### src/iis_pkg.sv
// Shared widths and vector types for the I2S loopback project
// Modules refer to these by scoped names; top-level parameters default to them
package iis_pkg;

  // ADC test word width, as produced by the codec model
  localparam int unsigned DEF_DATA_SIZE = 16;

  // DAC sample width, as sent by the handler
  localparam int unsigned DEF_DATA_SIZE_FIR_OUT = 32;

  // BCLK periods per half-frame
  // One delay bit, the 32-bit sample, then one spare bit
  localparam int unsigned DEF_SLOT_BITS = 34;

  // clk_i cycles per BCLK half-period
  localparam int unsigned DEF_BCLK_DIV = 4;

  // Sample carried on the DAC line
  typedef logic [DEF_DATA_SIZE_FIR_OUT-1:0] dac_sample_t;

  // Word carried on the ADC line
  typedef logic [DEF_DATA_SIZE-1:0] adc_sample_t;

  // Bit position within one LRCLK slot
  // Position 0 is the delay bit after the LRCLK edge
  typedef logic [7:0] bit_cnt_t;

endpackage

### src/iis_clock_gen.sv
// I2S master clocking from clk_i: MCLK, BCLK and LRCLK levels plus edge strobes
// Each strobe is registered with the level change it marks, so both share a cycle
`timescale 1ns/1ns

module iis_clock_gen #(
  parameter int unsigned BCLK_DIV  = iis_pkg::DEF_BCLK_DIV,
  parameter int unsigned SLOT_BITS = iis_pkg::DEF_SLOT_BITS
) (
  input  logic clk_i,
  input  logic rst_ni,
  output logic mclk,
  output logic bclk,
  output logic lrclk,        // Low for left slot, high for right slot
  output logic bclk_rise,
  output logic bclk_fall,
  output logic frame_start   // Marks the LRCLK falling edge
);

  localparam int unsigned DIV_W  = (BCLK_DIV > 1) ? $clog2(BCLK_DIV) : 1;
  localparam int unsigned SLOT_W = (SLOT_BITS > 1) ? $clog2(SLOT_BITS) : 1;

  logic [DIV_W-1:0]  div_cnt;    // clk_i cycles in the current BCLK half
  logic [SLOT_W-1:0] slot_cnt;   // BCLK periods in the current slot
  logic              half_end;
  logic              slot_end;

  assign half_end = (div_cnt == DIV_W'(BCLK_DIV - 1));
  assign slot_end = (slot_cnt == SLOT_W'(SLOT_BITS - 1));

  always_ff @(posedge clk_i or negedge rst_ni) begin
    if (!rst_ni) begin
      mclk        <= 1'b0;
      bclk        <= 1'b0;
      lrclk       <= 1'b0;
      bclk_rise   <= 1'b0;
      bclk_fall   <= 1'b0;
      frame_start <= 1'b0;
      div_cnt     <= '0;
      slot_cnt    <= '0;
    end else begin
      mclk        <= ~mclk;
      bclk_rise   <= half_end && !bclk;
      bclk_fall   <= half_end && bclk;
      frame_start <= half_end && bclk && slot_end && lrclk;
      if (half_end) begin
        div_cnt <= '0;
        bclk    <= ~bclk;
        // A falling edge closes one BCLK period
        if (bclk) begin
          if (slot_end) begin
            slot_cnt <= '0;
            lrclk    <= ~lrclk;   // Slot boundary on the same falling edge
          end else begin
            slot_cnt <= slot_cnt + 1'b1;
          end
        end
      end else begin
        div_cnt <= div_cnt + 1'b1;
      end
    end
  end

endmodule

### src/iis_transmitter.sv
// I2S transmitter: takes a left/right pair at frame start, shifts it MSB first
// onto the DAC line, one delay bit after each LRCLK edge, zero padded to the slot end
`timescale 1ns/1ns

module iis_transmitter #(
  parameter int unsigned DATA_SIZE_FIR_OUT = iis_pkg::DEF_DATA_SIZE_FIR_OUT,
  parameter int unsigned SLOT_BITS         = iis_pkg::DEF_SLOT_BITS
) (
  input  logic                         clk_i,
  input  logic                         rst_ni,
  input  logic                         bclk_fall,
  input  logic                         lrclk,
  input  logic                         frame_start,
  input  logic [DATA_SIZE_FIR_OUT-1:0] tx_left,
  input  logic [DATA_SIZE_FIR_OUT-1:0] tx_right,
  output logic                         tx_load,
  output logic                         dac_sdata
);

  localparam iis_pkg::bit_cnt_t LAST_POS  = iis_pkg::bit_cnt_t'(SLOT_BITS - 1);
  localparam iis_pkg::bit_cnt_t DATA_BITS = iis_pkg::bit_cnt_t'(DATA_SIZE_FIR_OUT);

  logic [DATA_SIZE_FIR_OUT-1:0] shift_q;
  logic [DATA_SIZE_FIR_OUT-1:0] right_q;   // Right sample waits out the left slot
  iis_pkg::bit_cnt_t            bit_cnt;
  logic                         lr_prev;   // lrclk as seen at the previous BCLK fall
  logic                         right_start;

  // lrclk only moves on bclk_fall cycles, so this marks the left-to-right edge
  assign right_start = bclk_fall && lrclk && !lr_prev;

  // Sample pair is taken in the frame_start cycle itself
  assign tx_load = frame_start;

  always_ff @(posedge clk_i or negedge rst_ni) begin
    if (!rst_ni) begin
      lr_prev   <= 1'b0;
      bit_cnt   <= '0;
      shift_q   <= '0;
      right_q   <= '0;
      dac_sdata <= 1'b0;
    end else begin
      if (bclk_fall) lr_prev <= lrclk;

      if (frame_start) begin
        shift_q   <= tx_left;
        right_q   <= tx_right;
        bit_cnt   <= '0;
        dac_sdata <= 1'b0;   // Delay bit
      end else if (right_start) begin
        shift_q   <= right_q;
        bit_cnt   <= '0;
        dac_sdata <= 1'b0;
      end else if (bclk_fall) begin
        if (bit_cnt != LAST_POS) bit_cnt <= bit_cnt + 1'b1;
        if (bit_cnt < DATA_BITS) begin
          dac_sdata <= shift_q[DATA_SIZE_FIR_OUT-1];
          shift_q   <= {shift_q[DATA_SIZE_FIR_OUT-2:0], 1'b0};
        end else begin
          dac_sdata <= 1'b0;   // Padding up to the slot end
        end
      end
    end
  end

endmodule

### src/iis_receiver.sv
// I2S receiver: samples the ADC line on BCLK rising edges, bit positions 1 to DATA_SIZE
// The left word is parked at the slot change, both words come out with rx_valid
`timescale 1ns/1ns

module iis_receiver #(
  parameter int unsigned DATA_SIZE = iis_pkg::DEF_DATA_SIZE,
  parameter int unsigned SLOT_BITS = iis_pkg::DEF_SLOT_BITS
) (
  input  logic                 clk_i,
  input  logic                 rst_ni,
  input  logic                 bclk_rise,
  input  logic                 lrclk,
  input  logic                 frame_start,
  input  logic                 adc_sdata,
  output logic [DATA_SIZE-1:0] rx_left,
  output logic [DATA_SIZE-1:0] rx_right,
  output logic                 rx_valid
);

  localparam iis_pkg::bit_cnt_t LAST_POS  = iis_pkg::bit_cnt_t'(SLOT_BITS - 1);
  localparam iis_pkg::bit_cnt_t DATA_BITS = iis_pkg::bit_cnt_t'(DATA_SIZE);

  logic [DATA_SIZE-1:0] shift_q;
  logic [DATA_SIZE-1:0] left_q;      // Finished left word, held through the right slot
  iis_pkg::bit_cnt_t    bit_cnt;
  logic                 lr_q;
  logic                 slot_edge;
  logic                 in_window;

  assign slot_edge = (lrclk != lr_q);

  // Position 0 is the delay bit, padding after DATA_SIZE is dropped
  assign in_window = (bit_cnt != '0) && (bit_cnt <= DATA_BITS);

  always_ff @(posedge clk_i or negedge rst_ni) begin
    if (!rst_ni) begin
      lr_q     <= 1'b0;
      bit_cnt  <= '0;
      rx_valid <= 1'b0;
    end else begin
      lr_q     <= lrclk;
      rx_valid <= frame_start;   // Right slot has just closed
      if (slot_edge) begin
        bit_cnt <= '0;
      end else if (bclk_rise && (bit_cnt != LAST_POS)) begin
        bit_cnt <= bit_cnt + 1'b1;
      end
    end
  end

  // Data path
  always_ff @(posedge clk_i) begin
    if (bclk_rise && in_window) begin
      shift_q <= {shift_q[DATA_SIZE-2:0], adc_sdata};
    end

    if (slot_edge && lrclk) left_q <= shift_q;   // Left slot ends

    if (frame_start) begin
      rx_left  <= left_q;
      rx_right <= shift_q;
    end
  end

endmodule

### src/iis_dummy_device.sv
// Codec stand-in for the I2S handler, watching the clock lines as sampled levels
// Shows the last DAC word per slot and sends test_data_in on the ADC line every slot
`timescale 1ns/1ns

module iis_dummy_device #(
  parameter int unsigned DATA_SIZE         = iis_pkg::DEF_DATA_SIZE,
  parameter int unsigned DATA_SIZE_FIR_OUT = iis_pkg::DEF_DATA_SIZE_FIR_OUT
) (
  input  logic                         clk_i,
  input  logic                         rst_ni,
  input  logic                         ac_mclk,        // Codec master clock
  input  logic                         ac_bclk,        // Bit clock
  input  logic                         ac_lrclk,       // Left/right clock
  input  logic                         ac_dac_sdata,   // Serial data from the handler
  input  logic [DATA_SIZE-1:0]         test_data_in,   // Word returned in every slot
  output logic                         ac_adc_sdata,   // Serial data to the handler
  output logic [DATA_SIZE_FIR_OUT-1:0] test_data_out   // Last word received
);

  localparam iis_pkg::bit_cnt_t DATA_BITS = iis_pkg::bit_cnt_t'(DATA_SIZE_FIR_OUT);

  logic lr_last;
  logic bclk_last;
  logic mclk_last;
  logic lr_edge;       // Either LRCLK edge
  logic bclk_rise_q;
  logic bclk_fall_q;
  logic mclk_run;      // MCLK seen toggling

  logic [DATA_SIZE_FIR_OUT-1:0] rx_shift;
  iis_pkg::bit_cnt_t            rise_cnt;
  logic [DATA_SIZE:0]           tx_shift;   // Extra MSB is the delay bit

  // Edge detectors, each pulse one cycle after the level moves
  always_ff @(posedge clk_i or negedge rst_ni) begin
    if (!rst_ni) begin
      lr_last     <= 1'b0;
      bclk_last   <= 1'b0;
      mclk_last   <= 1'b0;
      lr_edge     <= 1'b0;
      bclk_rise_q <= 1'b0;
      bclk_fall_q <= 1'b0;
      mclk_run    <= 1'b0;
    end else begin
      lr_last     <= ac_lrclk;
      bclk_last   <= ac_bclk;
      mclk_last   <= ac_mclk;
      lr_edge     <= lr_last ^ ac_lrclk;
      bclk_rise_q <= !bclk_last && ac_bclk;
      bclk_fall_q <= bclk_last && !ac_bclk;
      mclk_run    <= mclk_last ^ ac_mclk;
    end
  end

  // Shift in DAC bits 1..DATA_SIZE_FIR_OUT of each slot
  // The word is published at the LRCLK edge that closes the slot
  always_ff @(posedge clk_i or negedge rst_ni) begin
    if (!rst_ni) begin
      test_data_out <= '0;
      rx_shift      <= '0;
      rise_cnt      <= '0;
    end else if (lr_edge) begin
      test_data_out <= rx_shift;
      rx_shift      <= '0;
      rise_cnt      <= '0;
    end else if (bclk_rise_q) begin
      if (rise_cnt != '1) rise_cnt <= rise_cnt + 1'b1;
      if ((rise_cnt != '0) && (rise_cnt <= DATA_BITS)) begin
        rx_shift <= {rx_shift[DATA_SIZE_FIR_OUT-2:0], ac_dac_sdata};
      end
    end
  end

  // Shift out the test word, leading zero covers the delay bit
  always_ff @(posedge clk_i or negedge rst_ni) begin
    if (!rst_ni) begin
      tx_shift <= '0;
    end else if (lr_edge) begin
      tx_shift <= {1'b0, test_data_in};
    end else if (bclk_fall_q) begin
      tx_shift <= {tx_shift[DATA_SIZE-1:0], 1'b0};
    end
  end

  // No ADC output without a running master clock
  assign ac_adc_sdata = tx_shift[DATA_SIZE] & mclk_run;

endmodule

### src/iis_loopback_top.sv
// I2S loopback: host-side handler (clocking, transmit, receive) wired to the codec model
// All blocks run on clk_i; parameters are set here and passed down
`timescale 1ns/1ns

module iis_loopback_top #(
  parameter int unsigned DATA_SIZE         = iis_pkg::DEF_DATA_SIZE,
  parameter int unsigned DATA_SIZE_FIR_OUT = iis_pkg::DEF_DATA_SIZE_FIR_OUT,
  parameter int unsigned SLOT_BITS         = iis_pkg::DEF_SLOT_BITS,
  parameter int unsigned BCLK_DIV          = iis_pkg::DEF_BCLK_DIV
) (
  input  logic                 clk_i,
  input  logic                 rst_ni,
  input  iis_pkg::dac_sample_t tx_left,
  input  iis_pkg::dac_sample_t tx_right,
  input  iis_pkg::adc_sample_t codec_data_in,
  output logic                 tx_load,
  output iis_pkg::adc_sample_t rx_left,
  output iis_pkg::adc_sample_t rx_right,
  output logic                 rx_valid,
  output iis_pkg::dac_sample_t codec_data_out,
  output logic                 lrclk
);

  logic mclk;
  logic bclk;
  logic bclk_rise;
  logic bclk_fall;
  logic frame_start;
  logic dac_sdata;   // Handler to codec
  logic adc_sdata;   // Codec to handler

  iis_clock_gen #(
    .BCLK_DIV  (BCLK_DIV),
    .SLOT_BITS (SLOT_BITS)
  ) u_clock_gen (
    .clk_i       (clk_i),
    .rst_ni      (rst_ni),
    .mclk        (mclk),
    .bclk        (bclk),
    .lrclk       (lrclk),
    .bclk_rise   (bclk_rise),
    .bclk_fall   (bclk_fall),
    .frame_start (frame_start)
  );

  iis_transmitter #(
    .DATA_SIZE_FIR_OUT (DATA_SIZE_FIR_OUT),
    .SLOT_BITS         (SLOT_BITS)
  ) u_transmitter (
    .clk_i       (clk_i),
    .rst_ni      (rst_ni),
    .bclk_fall   (bclk_fall),
    .lrclk       (lrclk),
    .frame_start (frame_start),
    .tx_left     (tx_left),
    .tx_right    (tx_right),
    .tx_load     (tx_load),
    .dac_sdata   (dac_sdata)
  );

  iis_receiver #(
    .DATA_SIZE (DATA_SIZE),
    .SLOT_BITS (SLOT_BITS)
  ) u_receiver (
    .clk_i       (clk_i),
    .rst_ni      (rst_ni),
    .bclk_rise   (bclk_rise),
    .lrclk       (lrclk),
    .frame_start (frame_start),
    .adc_sdata   (adc_sdata),
    .rx_left     (rx_left),
    .rx_right    (rx_right),
    .rx_valid    (rx_valid)
  );

  // Codec model sees only the clock levels
  iis_dummy_device #(
    .DATA_SIZE         (DATA_SIZE),
    .DATA_SIZE_FIR_OUT (DATA_SIZE_FIR_OUT)
  ) u_codec (
    .clk_i         (clk_i),
    .rst_ni        (rst_ni),
    .ac_mclk       (mclk),
    .ac_bclk       (bclk),
    .ac_lrclk      (lrclk),
    .ac_dac_sdata  (dac_sdata),
    .test_data_in  (codec_data_in),
    .ac_adc_sdata  (adc_sdata),
    .test_data_out (codec_data_out)
  );

endmodule

### config.mk
export PLATFORM = sky130hd
export DESIGN_NAME = iis_loopback_top
export DESIGN_NICKNAME = d
export VERILOG_FILES = /design/src/iis_pkg.sv /design/src/iis_clock_gen.sv /design/src/iis_transmitter.sv /design/src/iis_receiver.sv /design/src/iis_dummy_device.sv /design/src/iis_loopback_top.sv
export SDC_FILE = /design/constraint.sdc
export NUM_CORES = 1
export LEC_CHECK = 0
export BUFFER_PORTS_ARGS = -buffer_cell sky130_fd_sc_hd__buf_2
export CAP_MARGIN = 20
export CORE_MARGIN = 3
export CORE_UTILIZATION = 25
export DETAILED_ROUTE_END_ITERATION = 12
export SLEW_MARGIN = 20
export SYNTH_ARGS = -nofsm -noshare
export SYNTH_HDL_FRONTEND = slang
export SYNTH_SLANG_ARGS = --single-unit
### constraint.sdc
create_clock -name clk_i -period 7.42 [get_ports clk_i]
set_input_delay 0.371 -clock clk_i [delete_from_list [all_inputs] [get_ports clk_i]]
set_output_delay 0.371 -clock clk_i [all_outputs]
set_load 0.01 [all_outputs]
==> results of run 1 <==
power by group through the flow:
stage | clock network (mW) | registers [mW] | logic, mW
after global placement | 0 | 1.47 | 0.0468
after detailed placement | 0 | 1.47 | 0.0468
after global routing | 1.62 | 1.44 | 0.0564
after floorplan | 0 | 1.47 | 0.000150
after CTS | 1.57 | 1.44 | 0.0520
final | 1.50 | 1.44 | 0.0490
per-layer routing:
| layer | routed length [um] | vias to the layer above | part of all wire |
|---|---|---|---|
| li1 | - | 3047 | - |
| met1 | 9430 | 3092 | 0.46 |
| met2 | 9380 | 128 | 0.46 |
| met3 | 1140 | 37 | 0.055 |
| met4 | 558 | 2 | 0.027 |
| met5 | 13 | - | 0.00063 |
worst paths after layout:
kind                                         startpoint                       end  slack, ns  depth (start not counted)
worst max-delay path            u_clock_gen.frame_start                   tx_load       4.52                          2
worst min-delay path                  codec_data_in[12]      u_codec.tx_shift[12]       0.04                          3
worst max register to register  u_clock_gen.frame_start  u_transmitter.shift_q[5]       5.10                          3
worst min register to register        u_codec.bclk_last       u_codec.bclk_rise_q       0.42                          1
max in group asynchronous                        rst_ni   u_clock_gen.frame_start       5.87                          3
min in group asynchronous                        rst_ni      u_codec.rx_shift[29]       0.34                          2
per-stage QoR:
stage,instances,hold WS (ns)
floorplan,770,0.0754
global placement,1420,0.378
detailed placement,1420,0.385
CTS,1485,0.00314
global route,1485,0.0176
finish,1485,0.0427
cells in the mapped netlist, types with 2 or more instances:
library cell                  n  area [sq um]
sky130_fd_sc_hd__dfrtp_1    193          4830
sky130_fd_sc_hd__mux2_2      96          1080
sky130_fd_sc_hd__mux2i_1     82           821
sky130_fd_sc_hd__edfxtp_1    64          1920
sky130_fd_sc_hd__nand2_1     62           233
sky130_fd_sc_hd__o21ai_0     53           265
sky130_fd_sc_hd__or2b_1      31           233
sky130_fd_sc_hd__nor2_1      29           109
sky130_fd_sc_hd__clkbuf_1    18          67.6
sky130_fd_sc_hd__inv_1       14          52.6
sky130_fd_sc_hd__ha_1        11           138
sky130_fd_sc_hd__xnor2_1     11          96.3
sky130_fd_sc_hd__nor3_1      10          50.1
sky130_fd_sc_hd__buf_2        8          40.0
sky130_fd_sc_hd__nand2b_1     8          50.1
sky130_fd_sc_hd__nand3_1      7          35.0
sky130_fd_sc_hd__nand4_1      7          43.8
sky130_fd_sc_hd__xor2_1       7          61.3
sky130_fd_sc_hd__a21oi_1      6          30.0
sky130_fd_sc_hd__buf_4        6          45.0
sky130_fd_sc_hd__nand3b_1     5          37.5
sky130_fd_sc_hd__buf_6        4          45.0
sky130_fd_sc_hd__nor2b_1      4          25.0
sky130_fd_sc_hd__a21o_1       3          22.5
sky130_fd_sc_hd__and3_1       3          18.8
sky130_fd_sc_hd__or4_1        3          22.5
sky130_fd_sc_hd__a311oi_1     2          17.5
sky130_fd_sc_hd__o2bb2ai_1    2          17.5
sky130_fd_sc_hd__or3_1        2          12.5
worst reg2reg max path: stages, from the launching register on:
cell,delay [ns]
sky130_fd_sc_hd__dfrtp_4,0.82
sky130_fd_sc_hd__buf_4,0.80
sky130_fd_sc_hd__o21ai_0,0.29
sky130_fd_sc_hd__mux2_2,0.30
state kept, by name, indices dropped and copies added (netlist names), 16 cells and up:
register               cells
u_receiver.rx_left        16
u_transmitter.shift_q     32
u_codec.test_data_out     32
u_codec.tx_shift          17
u_receiver.shift_q        16
u_receiver.rx_right       16
u_receiver.left_q         16
u_transmitter.right_q     32
u_codec.rx_shift          32
logic make-up (layout without fill, tap and decap cells):
logic type / count (synthesis) / after routing / share of synthesized area
buffers and inverters: 52 / 235 / 0.0243
muxes: 178 / 178 / 0.180
xor gates and xnor gates: 18 / 18 / 0.0149
adders and majority gates: 11 / 11 / 0.0130
and+or+nand+nor: 177 / 177 / 0.0886
DFF: 257 / 257 / 0.638
AOI/OAI and AO/OA: 77 / 77 / 0.0417
area by class of cell:
class                   instances  area share
clock buffers                  37      0.0629
clock inverters                16      0.0155
inverters                      15     0.00433
multi-input cells             461       0.275
flip-flops and latches        257       0.519
well taps                     532      0.0511
repair buffers                167      0.0718
==> impl_summary.md, run 1 <==
Status
The flow ran to the end, and the final reports show no timing, DRC or antenna violations.

Clocking
The TritonCTS clock tree is built. The clock-pin slew on the worst setup and hold paths is 0.06 ns. The total setup buffers inserted after CTS is 0. The buffer type at the clock tree root is sky130_fd_sc_hd__clkbuf_16. After clock tree synthesis, the repair step resized 0 gates.

The number of buffers between clock root and the deepest sink is 3. The worst-skew pair later-pin latency is 0.57 ns. CTS built an H-tree with a depth of 1.

The clock drives 257 sinks. TritonCTS created 30 clock buffers. The cts-stage hold buffer count is 12.

Route
Using the TritonRoute via totals, the vias-per-cell ratio works out to 4.25. The detail route stage leaves a number of antenna-violating nets equal to 0. The DRC violation count after routing is 0.

The final layout contains routed wiring with a total length of 20.5 mm. After detailed routing, the average wire length per cell comes to 13.8 um. The pre-antenna-repair detailed-routing pass consisted of 4 iterations. The count of vias placed by the detailed router is 6306. The DRC violation total after the first TritonRoute iteration is 298.

Synthesis
The flip-flop and latch count after synthesis is 257. The synthesized netlist net count is 863. The share of synthesized area occupied by flip-flops and latches is 0.638. The mapped netlist covers 10600 sq um. The count of warnings emitted by yosys is 0. The number of synthesized flops with an enable pin is 64. The mean instance size in the synthesized netlist is 13.7 sq um. Among all flip-flop cells after synthesis, the most frequent one is sky130_fd_sc_hd__dfrtp_1. The post-synthesis cell type count is 48.

The number of standard cells after synthesis is 770. After synthesis, the share of flip-flops with an asynchronous set or reset is 0.751.

Timing
The final sum of negative setup slack is 0 ns. The slack of the critical path is 4.52 ns. On the final layout, the worst clock skew is 0.0325 ns. Derived from the worst setup path, the maximum achievable clock frequency is 0.345 GHz. The transition time at the pin with the least slew margin is 0.914 ns. In this run the tightest slew margin relative to its limit is 0.391. The final setup violation count is 0.

The number of hold violations in the final report is 0. The number of slew-limit violations in the final report was 0. For the finished layout, the period the worst path requires is 2.90 ns.

Setup repair after global routing left no endpoint under its margin. Dividing the final minimum period by the clock period gives 0.391.

Worst setup path
Of all nets on the critical path, the largest fanout is 82. The type of origin of the critical path is a register. The critical path endpoint category is an output port. The signal on the critical path passes through buf_4, buf_2.

The critical path's top delay family is buffers and inverters. The endpoint required time on the critical path is 7.05 ns. The biggest cell delay along the critical path is 0.82 ns.

The combined buffer and inverter count along the critical path is 2. Among all stages on the critical path, the largest delay is contributed by sky130_fd_sc_hd__dfrtp_4. The type of the worst setup path is reg2out. Data arrives at the worst endpoint at 2.53 ns.

Cells and area
At the end of the flow, the number of nets in the layout was 1025. Leaving out fill and tap cells, the most frequent cell in the layout is sky130_fd_sc_hd__dfrtp_1. The repair_antennas step left the layout with diodes totalling 0. The area occupied by multi-input gates is 3580 sq um. In the layout the commonest cells are sky130_fd_sc_hd__dfrtp_1, sky130_fd_sc_hd__buf_2, sky130_fd_sc_hd__mux2_2, sky130_fd_sc_hd__mux2i_1, sky130_fd_sc_hd__edfxtp_1.

In the final layout, flip-flops and latches occupy 6760 sq um. Measured on the finished design, the core utilization comes to 0.315. The share of cells above drive strength 1 is 0.319.

The summed area of non-filler cells in the final layout is 13000 sq um. The area growth from synthesis to layout is 23.0%. The layout filler cell count is 4123.

Die
The die is 212 um tall. The number of top-level design ports is 149. The x dimension of the die is 212 um. The initial utilization of the core area, before any placement, comes to 0.256. The area enclosed by the die boundary is 44900 sq um. The number of cell rows is 74. The placeable core area is 41300 sq um.

GRT
The wire length of the first global-routing pass is 33.6 mm. The initial antenna violation count is 1. The pin count of the biggest net entering global routing is 137.

After global routing, the most crowded layer is met2. In the global route stage, met1 resource usage came out at 0.121. For met2 alone, demand over resource in global routing was 0.142.

Across every metal layer, demand over resource in global routing totals 0.0899. The number of global-route vias before repair came to 6473. The overall overflow remaining after global route is 0. For met3 alone, demand over resource in global routing was 0.0242.

Power and ir drop
The share of power burned in combinational logic is 0.016. Of the total power, the share spent switching nets is 0.204. The worst-case vdd ir drop is 0.000173 V. The design draws 3.00 mW. The cell internal power dissipation is 2.39 mW. The sequential power share is 0.482.

The analysis attributes to cell leakage a power of 5.77 nW. The share of total power dissipated in the clock network is 0.502. For this design the ratio of total power to cell area is 230 nW/um^2.

The net load switching power is 0.611 mW.

Place
The placed instances occupy a cell area of 11900 sq um. During placement, the flow inserted port buffers numbering 148. The worst setup slack after placement is 5.09 ns. The HPWL after detailed placement is 13.0 mm. The congestion estimate from routability-driven global placement came to 0.701.

Job
The number of max-cap violations is 0.

Worst hold path
In this run the worst hold path is classified as in2reg.
(Power assumes the default switching activity.)
==> inputs of run 2 (changes only) <==
==> constraint.sdc (replaced) <==
create_clock -name clk_i -period 2.6 [get_ports clk_i]
set_input_delay 0.13 -clock clk_i [delete_from_list [all_inputs] [get_ports clk_i]]
set_output_delay 0.13 -clock clk_i [all_outputs]
set_load 0.01 [all_outputs]
==> impl_summary.md, run 2 (same netlist as run 1, synthesis figures left out) <==
Cells and area
The share of cells above drive strength 1 came to 0.308 (was 0.319). The area used by sequential logic in the layout is 6760 sq um (unchanged). Highest-count cells in the layout ignoring fill and taps: sky130_fd_sc_hd__dfrtp_1, sky130_fd_sc_hd__buf_2, sky130_fd_sc_hd__mux2_2, sky130_fd_sc_hd__mux2i_1, sky130_fd_sc_hd__dlygate4sd3_1 (was sky130_fd_sc_hd__dfrtp_1, sky130_fd_sc_hd__buf_2, sky130_fd_sc_hd__mux2_2, sky130_fd_sc_hd__mux2i_1, sky130_fd_sc_hd__edfxtp_1). The layout net count is 1103 (was 1025). The layout filler cell count came to 4032 (was 4123). The commonest non-fill, non-tap cell in the layout was sky130_fd_sc_hd__dfrtp_1 (unchanged). The area occupied by multi-input gates is 3590 sq um (was 3580 sq um). The area growth from synthesis to layout came to 30.5% (was 23.0%).

Timing
In the finished design, the share of the clock period the worst path needs comes to 0.733. The final setup violation count is 0 (unchanged). The number of hold violations in the final report is 0 (unchanged). Setup repair after global routing missed its margin: false (unchanged). The clock period could shrink to 1.91 ns. The normalized max-slew margin is 0.418 (was 0.391).

The transition time at the pin with the least slew margin came to 0.872 ns (was 0.914 ns). The number of slew-limit violations in the final report came to 0 (unchanged). The clock skew after layout is 0.0169 ns (was 0.0325 ns). Static timing analysis puts the maximum clock frequency at 0.525 GHz.

The final sum of negative setup slack came to 0 ns (unchanged).

Job
The number of max-cap violations is 0 (unchanged).

Route
The count of vias placed by the detailed router is 6585 (was 6306). The vias per cell is 4.20 (was 4.25). The DRC violation count after routing is 0 (unchanged).

The total wire length came to 21.9 mm (was 20.5 mm). The DRC violation total after the first TritonRoute iteration is 347 (was 298). The post-detailed-route count of antenna-violating nets is 0 (unchanged). The average wire per standard cell is 14.0 um (was 13.8 um). The first-pass iteration count of the detailed router is 5 (was 4).

Clocking
The count of cells resized by post-cts repair is 0 (unchanged). The worst-skew pair later-pin latency is 0.56 ns (was 0.57 ns). The CTS H-tree depth is 1 (unchanged).

The number of buffers between clock root and the deepest sink is 3 (unchanged). The TritonCTS clock tree is built (unchanged). The number of clock buffers inserted by TritonCTS was 29 (was 30). The buffer type at the clock tree root is sky130_fd_sc_hd__clkbuf_16 (unchanged). The number of sinks handled by clock tree synthesis is 257 (unchanged). The clock-pin slew on the worst setup and hold paths came to 0.06 ns (about the same).

Power and ir drop
The cell internal power dissipation came to 6.79 mW (was 2.39 mW). The power density relative to cell area was 621 nW/um^2 (was 230 nW/um^2). The sequential power share was 0.480 (was 0.482).

The worst-case vdd ir drop came to 0.000494 V (was 0.000173 V). The net load switching power came to 1.80 mW (was 0.611 mW). The share of power burned in the clock network is 0.493 (was 0.502). The share of power burned in combinational logic is 0.027 (was 0.016). The switching share of power is 0.209 (was 0.204).

The total design power is 8.58 mW (was 3.00 mW). The static leakage was 6.10 nW (was 5.77 nW).

Place
The HPWL after detailed placement was 13.3 mm (was 13.0 mm). The count of buffers inserted at the top-level ports is 148 (unchanged). The routability-driven placement congestion ratio came to 0.725 (was 0.701).

Worst setup path
The type of origin of the critical path is a register (unchanged). The critical path endpoint category was an output port (unchanged). The endpoint required time on the critical path is 2.47 ns (was 7.05 ns). The register-to-register setup slack is 0.71 ns (was 5.10 ns). The largest fanout of any net on the critical path is 85 (was 82). The reg-to-reg critical path startpoint is u_codec.rise_cnt[0] (was u_clock_gen.frame_start).

The type of the worst setup path is reg2out (unchanged). The capture instance of the worst register-to-register path is u_codec.rx_shift[12] (was u_transmitter.shift_q[5]). The length in cells of the worst reg-to-reg path was 7 (was 3). The endpoint arrival time on the critical path was 1.78 ns (was 2.53 ns).

Die
The overall die height was 212 um (unchanged). The area enclosed by the die boundary is 44900 sq um (unchanged). The placeable core area is 41300 sq um (unchanged).

The number of cell rows came to 74 (unchanged). The starting density of the core was 0.256 (unchanged). The x dimension of the die is 212 um (unchanged). The number of top-level design ports is 149 (unchanged).

GRT
The pin count of the biggest net entering global routing was 86 (was 137). The wire length of the first global-routing pass is 35.9 mm (was 33.6 mm). The number of global-route vias before repair came to 6954 (was 6473).

The overall overflow remaining after global route is 0 (unchanged). The overall global routing resource usage was 0.0974 (was 0.0899). The initial antenna violation count is 0 (was 1).

Status
Run status: completed (unchanged).

Worst hold path
The worst min-delay path class is in2async (was in2reg).
[run 2: worst max path at each step]
stage,from,slack (ns),end
3_5_place_dp,u_codec.rise_cnt[0],0.74,u_codec.rx_shift[27]
3_3_place_gp,u_codec.rise_cnt[0],0.78,u_codec.rx_shift[24]
4_1_cts,u_clock_gen.frame_start,0.63,tx_load
5_1_grt,u_codec.rise_cnt[0],0.57,u_codec.rx_shift[12]
2_1_floorplan,u_clock_gen.frame_start,0.28,u_transmitter.right_q[13]
6_report,u_clock_gen.frame_start,0.69,tx_load
[run 2: cell type report]
class | instances | share of cell area
well taps | 532 | 0.0482
flip-flops and latches | 257 | 0.489
clock inverters | 20 | 0.0158
diodes | 1 | 0.000181
multi-input cells | 461 | 0.260
clock buffers | 34 | 0.0561
repair buffers | 246 | 0.127
inverters | 15 | 0.00407
[run 2: routing by layer]
layer | track usage | up-vias | routed length (um)
met5 | 0 | - | 0
met4 | 0.0273 | 0 | 584
met3 | 0.0249 | 40 | 1010
met2 | 0.170 | 130 | 10700
met1 | 0.120 | 3226 | 9600
li1 | - | 3189 | -
[run 2: power by group through the flow]
| stage | clock network [mW] | registers, mW | logic, mW |
|---|---|---|---|
| global route | 4.58 | 4.12 | 0.262 |
| detailed placement | 0 | 4.20 | 0.143 |
| global placement | 0 | 4.20 | 0.141 |
| floorplan | 0 | 4.20 | 0.000424 |
| CTS | 4.42 | 4.12 | 0.238 |
| finish | 4.23 | 4.12 | 0.235 |
[run 2: per-stage QoR]
| step | instances | area (sq um) | util | worst slack [ns] | hold slack (ns) |
|---|---|---|---|---|---|
| 2_1_floorplan | 770 | 10600 | - | 0.275 | -0.166 |
| 3_3_place_gp | 1430 | 12000 | 0.291 | 0.776 | 0.244 |
| 3_5_place_dp | 1430 | 12000 | 0.291 | 0.741 | 0.241 |
| 4_1_cts | 1565 | 13800 | 0.335 | 0.632 | 0.198 |
| 6_report | 1566 | 13800 | 0.335 | 0.694 | 0.184 |
| 5_1_grt | 1565 | 13800 | 0.335 | 0.565 | 0.256 |
[run 2: worst max-delay path, stage by stage (launching register included)]
cell and delay (ns):
sky130_fd_sc_hd__dfrtp_4 0.60, sky130_fd_sc_hd__buf_12 0.38, sky130_fd_sc_hd__buf_2 0.21
[run 2: timing repair]
action	CTS	global route
hold buffers	81	0
buffers inserted	0	0
endpoints found under the hold margin	153	0
setup endpoints to repair	0	0
==> inputs of run 3 (changes only) <==
--- a/config.mk
+++ b/config.mk
@@ -5,6 +5,7 @@
 export SDC_FILE = /design/constraint.sdc
 export NUM_CORES = 1
 export LEC_CHECK = 0
+export ABC_AREA = 1
 export BUFFER_PORTS_ARGS = -buffer_cell sky130_fd_sc_hd__buf_2
 export CAP_MARGIN = 20
 export CORE_MARGIN = 3
==> constraint.sdc (replaced) <==
create_clock -name clk_i -period 1.7 [get_ports clk_i]
set_input_delay 0.085 -clock clk_i [delete_from_list [all_inputs] [get_ports clk_i]]
set_output_delay 0.085 -clock clk_i [all_outputs]
set_load 0.01 [all_outputs]
==> impl_summary.md, run 3 <==
Route
The average wire per standard cell came to 12.6 um (was 14.0 um). The DRC violation total after the first TritonRoute iteration is 349 (was 347). The DRC violation count after routing is 0 (unchanged). The post-detailed-route count of antenna-violating nets came to 0 (unchanged). The total wire length is 24.8 mm (was 21.9 mm). The first-pass iteration count of the detailed router was 5 (unchanged).

The vias per cell is 4.19 (was 4.20). The count of vias placed by the detailed router is 8227 (was 6585).

Cells and area
The commonest non-fill, non-tap cell in the layout is sky130_fd_sc_hd__nand2_1 (was sky130_fd_sc_hd__dfrtp_1). The layout net count is 1495 (was 1103). The summed area of non-filler cells in the final layout was 14000 sq um (was 13800 sq um). The area occupied by multi-input gates is 3360 sq um (was 3590 sq um).

The share of cells above drive strength 1 is 0.164 (was 0.308). The number of inserted diodes was 0 (was 1). Highest-count cells in the layout ignoring fill and taps: sky130_fd_sc_hd__nand2_1, sky130_fd_sc_hd__dfrtp_1, sky130_fd_sc_hd__buf_2, sky130_fd_sc_hd__o21ai_0, sky130_fd_sc_hd__dlygate4sd3_1 (was sky130_fd_sc_hd__dfrtp_1, sky130_fd_sc_hd__buf_2, sky130_fd_sc_hd__mux2_2, sky130_fd_sc_hd__mux2i_1, sky130_fd_sc_hd__dlygate4sd3_1). The area growth from synthesis to layout is 30.7% (was 30.5%). The final core utilization is 0.332 (was 0.335). The layout filler cell count is 4305 (was 4032). The area used by sequential logic in the layout is 6760 sq um (unchanged).

The non-filler instance count after layout was 1962 (was 1566).

Worst hold path
The worst min-delay path class is in2async (unchanged).

Power and ir drop
The static leakage is 6.31 nW (was 6.10 nW). The worst-case vdd ir drop came to 0.000779 V (was 0.000494 V). The share of power burned in combinational logic is 0.028 (was 0.027).

The sequential power share was 0.484 (was 0.480). The share of power burned in the clock network is 0.488 (was 0.493). The net load switching power is 2.75 mW (was 1.80 mW). The cell internal power dissipation is 10.3 mW (was 6.79 mW). The power density relative to cell area was 933 nW/um^2 (was 621 nW/um^2). The switching share of power is 0.211 (was 0.209).

Clocking
The number of buffers between clock root and the deepest sink is 3 (unchanged). The buffer type at the clock tree root is sky130_fd_sc_hd__clkbuf_16 (unchanged). The worst-skew pair later-pin latency is 0.58 ns (was 0.56 ns). The CTS H-tree depth was 1 (unchanged).

The number of sinks handled by clock tree synthesis is 257 (unchanged). The number of clock buffers inserted by TritonCTS is 30 (was 29). The clock-pin slew on the worst setup and hold paths is 0.06 ns (about the same). The TritonCTS clock tree is built (unchanged).

Die
The number of cell rows is 75 (was 74). The area enclosed by the die boundary is 45200 sq um (was 44900 sq um). The number of top-level design ports came to 149 (unchanged). The x dimension of the die is 213 um (was 212 um). The starting density of the core is 0.254 (was 0.256).

The placeable core area is 42000 sq um (was 41300 sq um). The overall die height was 213 um (was 212 um).

Worst setup path
The endpoint arrival time on the critical path is 1.50 ns (was 1.78 ns). The critical path endpoint category was an output port (unchanged). The type of origin of the critical path is a register (unchanged). The endpoint required time on the critical path is 1.62 ns (was 2.47 ns). The type of the worst setup path is reg2out (unchanged). The largest fanout of any net on the critical path came to 34 (was 85).

GRT
The number of global-route vias before repair is 8112 (was 6954). The pin count of the biggest net entering global routing is 80 (was 86). The global-route met3 utilization was 0.0215 (was 0.0249).

The layer with the highest usage after global routing is met2 (unchanged). The overall overflow remaining after global route is 0 (unchanged). The global routing met2 resource utilization is 0.179 (was 0.170).

The initial antenna violation count came to 1 (was 0). The met1 track utilization from global routing was 0.149 (was 0.120). The overall global routing resource usage is 0.110 (was 0.0974).

The wire length of the first global-routing pass is 41.0 mm (was 35.9 mm).

Synthesis
The mean instance size in the synthesized netlist was 9.14 sq um (was 13.7 sq um). Cell types with the highest counts after synthesis: sky130_fd_sc_hd__nand2_1, sky130_fd_sc_hd__dfrtp_1, sky130_fd_sc_hd__o21ai_0 (was sky130_fd_sc_hd__dfrtp_1, sky130_fd_sc_hd__mux2_2, sky130_fd_sc_hd__mux2i_1). The number of synthesized flops with an enable pin was 64 (unchanged). The portion of synthesized cell area occupied by the leading cell type is 0.452 (was 0.456). The post-synthesis cell type count is 33 (was 48). The async set or reset register ratio after synthesis was 0.751 (unchanged). The count of warnings emitted by yosys is 0 (unchanged). The number of standard cells after synthesis is 1168 (was 770). The flip-flop and latch count after synthesis was 257 (unchanged). Most area-consuming cells after synthesis: sky130_fd_sc_hd__dfrtp_1, sky130_fd_sc_hd__nand2_1, sky130_fd_sc_hd__edfxtp_1 (was sky130_fd_sc_hd__dfrtp_1, sky130_fd_sc_hd__edfxtp_1, sky130_fd_sc_hd__mux2_2).

The most common cell in the synthesized netlist is sky130_fd_sc_hd__nand2_1 (was sky130_fd_sc_hd__dfrtp_1). The share of synthesized area occupied by flip-flops and latches is 0.632 (was 0.638). The top cell type by total area after synthesis is sky130_fd_sc_hd__dfrtp_1 (unchanged). The netlist area before placement is 10700 sq um (was 10600 sq um).

The synthesized netlist net count is 1261 (was 863). The most used flip-flop cell after synthesis is sky130_fd_sc_hd__dfrtp_1 (unchanged).

Timing
The final setup violation count was 0 (unchanged). The normalized max-slew margin is 0.659 (was 0.418). The final sum of negative setup slack came to 0 ns (unchanged). The worst hold slack across all endpoints was 0.0967 ns (was 0.184 ns).

The number of hold violations in the final report was 0 (unchanged). The clock skew after layout is 0.0200 ns (was 0.0169 ns). Dividing the final minimum period by the clock period gives 0.930. The achievable frequency is 0.632 GHz. The transition time at the pin with the least slew margin is 0.511 ns (was 0.872 ns).

The number of slew-limit violations in the final report came to 0 (unchanged). For the finished layout, the period the worst path requires is 1.58 ns.

Place
The HPWL after detailed placement came to 15.7 mm (was 13.3 mm). The instance area after placement is 12100 sq um (was 12000 sq um). The number of placed cells counting well taps is 1827 (was 1430).

The count of buffers inserted at the top-level ports is 148 (unchanged). The routability-driven placement congestion ratio is 0.779 (was 0.725).

Job
The number of max-cap violations is 0 (unchanged).

Status
Run status: completed (unchanged).
-- run 3: cell count changes after synthesis, moves of 11 or more --
cell / delta
sky130_fd_sc_hd__a21oi_1: +17
sky130_fd_sc_hd__buf_2: +12
sky130_fd_sc_hd__inv_1: +67
sky130_fd_sc_hd__mux2_2: -96
sky130_fd_sc_hd__mux2i_1: -82
sky130_fd_sc_hd__nand2_1: +464
sky130_fd_sc_hd__nand3_1: +31
sky130_fd_sc_hd__nor2_1: +25
sky130_fd_sc_hd__o21ai_0: +32
sky130_fd_sc_hd__or2b_1: -31
sky130_fd_sc_hd__xnor2_1: -11
-- run 3: what timing repair did --
item | CTS | global route
setup endpoints to repair | 4 | 39
buffers inserted | 0 | 0
hold buffers | 82 | 0
endpoints found under the hold margin | 273 | 0
resized for setup | 3 | 7
-- run 3: kinds of logic after synthesis --
group           synth area share
fa+ha+maj                 0.0129
compound gates            0.0581
flops                      0.632
buf+inv                   0.0546
simple gates               0.236
xor+xnor                 0.00574
-- run 3: final cells by class --
class                   count  share of cell area
well taps                 539              0.0483
clock inverters            12              0.0107
multi-input cells         778               0.241
flip-flops and latches    257               0.484
clock buffers              41              0.0600
repair buffers            251               0.132
inverters                  84              0.0235
-- run 3: path summary, 6_finish.rpt --
path                                         start                        end  slack, ns  depth (start not counted)
hold reg to reg              u_receiver.left_q[11]     u_receiver.rx_left[11]       0.42                          0
setup reg to reg             u_receiver.bit_cnt[1]      u_receiver.bit_cnt[0]       0.18                          8
max in group asynchronous                   rst_ni  u_transmitter.right_q[23]       1.20                          3
hold / removal                              rst_ni  u_transmitter.shift_q[16]        0.1                          3
setup / recovery           u_clock_gen.frame_start                    tx_load       0.12                          2
min in group clk_i                     tx_right[7]   u_transmitter.right_q[7]       0.25                          4
-- run 3: critical path, stage by stage (launching register included) --
cell and delay, ns:
sky130_fd_sc_hd__dfrtp_4 0.47, sky130_fd_sc_hd__buf_8 0.26, sky130_fd_sc_hd__buf_2 0.19
-- run 3: routing by layer --
| metal | share of wire | wire length (um) |
|---|---|---|
| met3 | 0.044 | 1100 |
| met1 | 0.47 | 11800 |
| met2 | 0.46 | 11300 |
| met5 | 0.00052 | 13 |
| met4 | 0.024 | 583 |
-- run 3: power by group through the flow --
stage,combinational (mW),sequential (mW),clock (mW)
floorplan,0.0000393,6.42,0
global placement,0.212,6.42,0
detailed placement,0.215,6.42,0
CTS,0.366,6.30,6.62
global route,0.402,6.30,6.86
finish,0.359,6.30,6.36
-- run 3: per-stage QoR --
stage | total power [mW] | setup slack, ns
after global placement | 6.63 | 0.0545
after CTS | 13.3 | 0.0142
after floorplan | 6.42 | 0.0201
final | 13.0 | 0.119
after detailed placement | 6.63 | 0.00136
after global routing | 13.6 | -0.00526
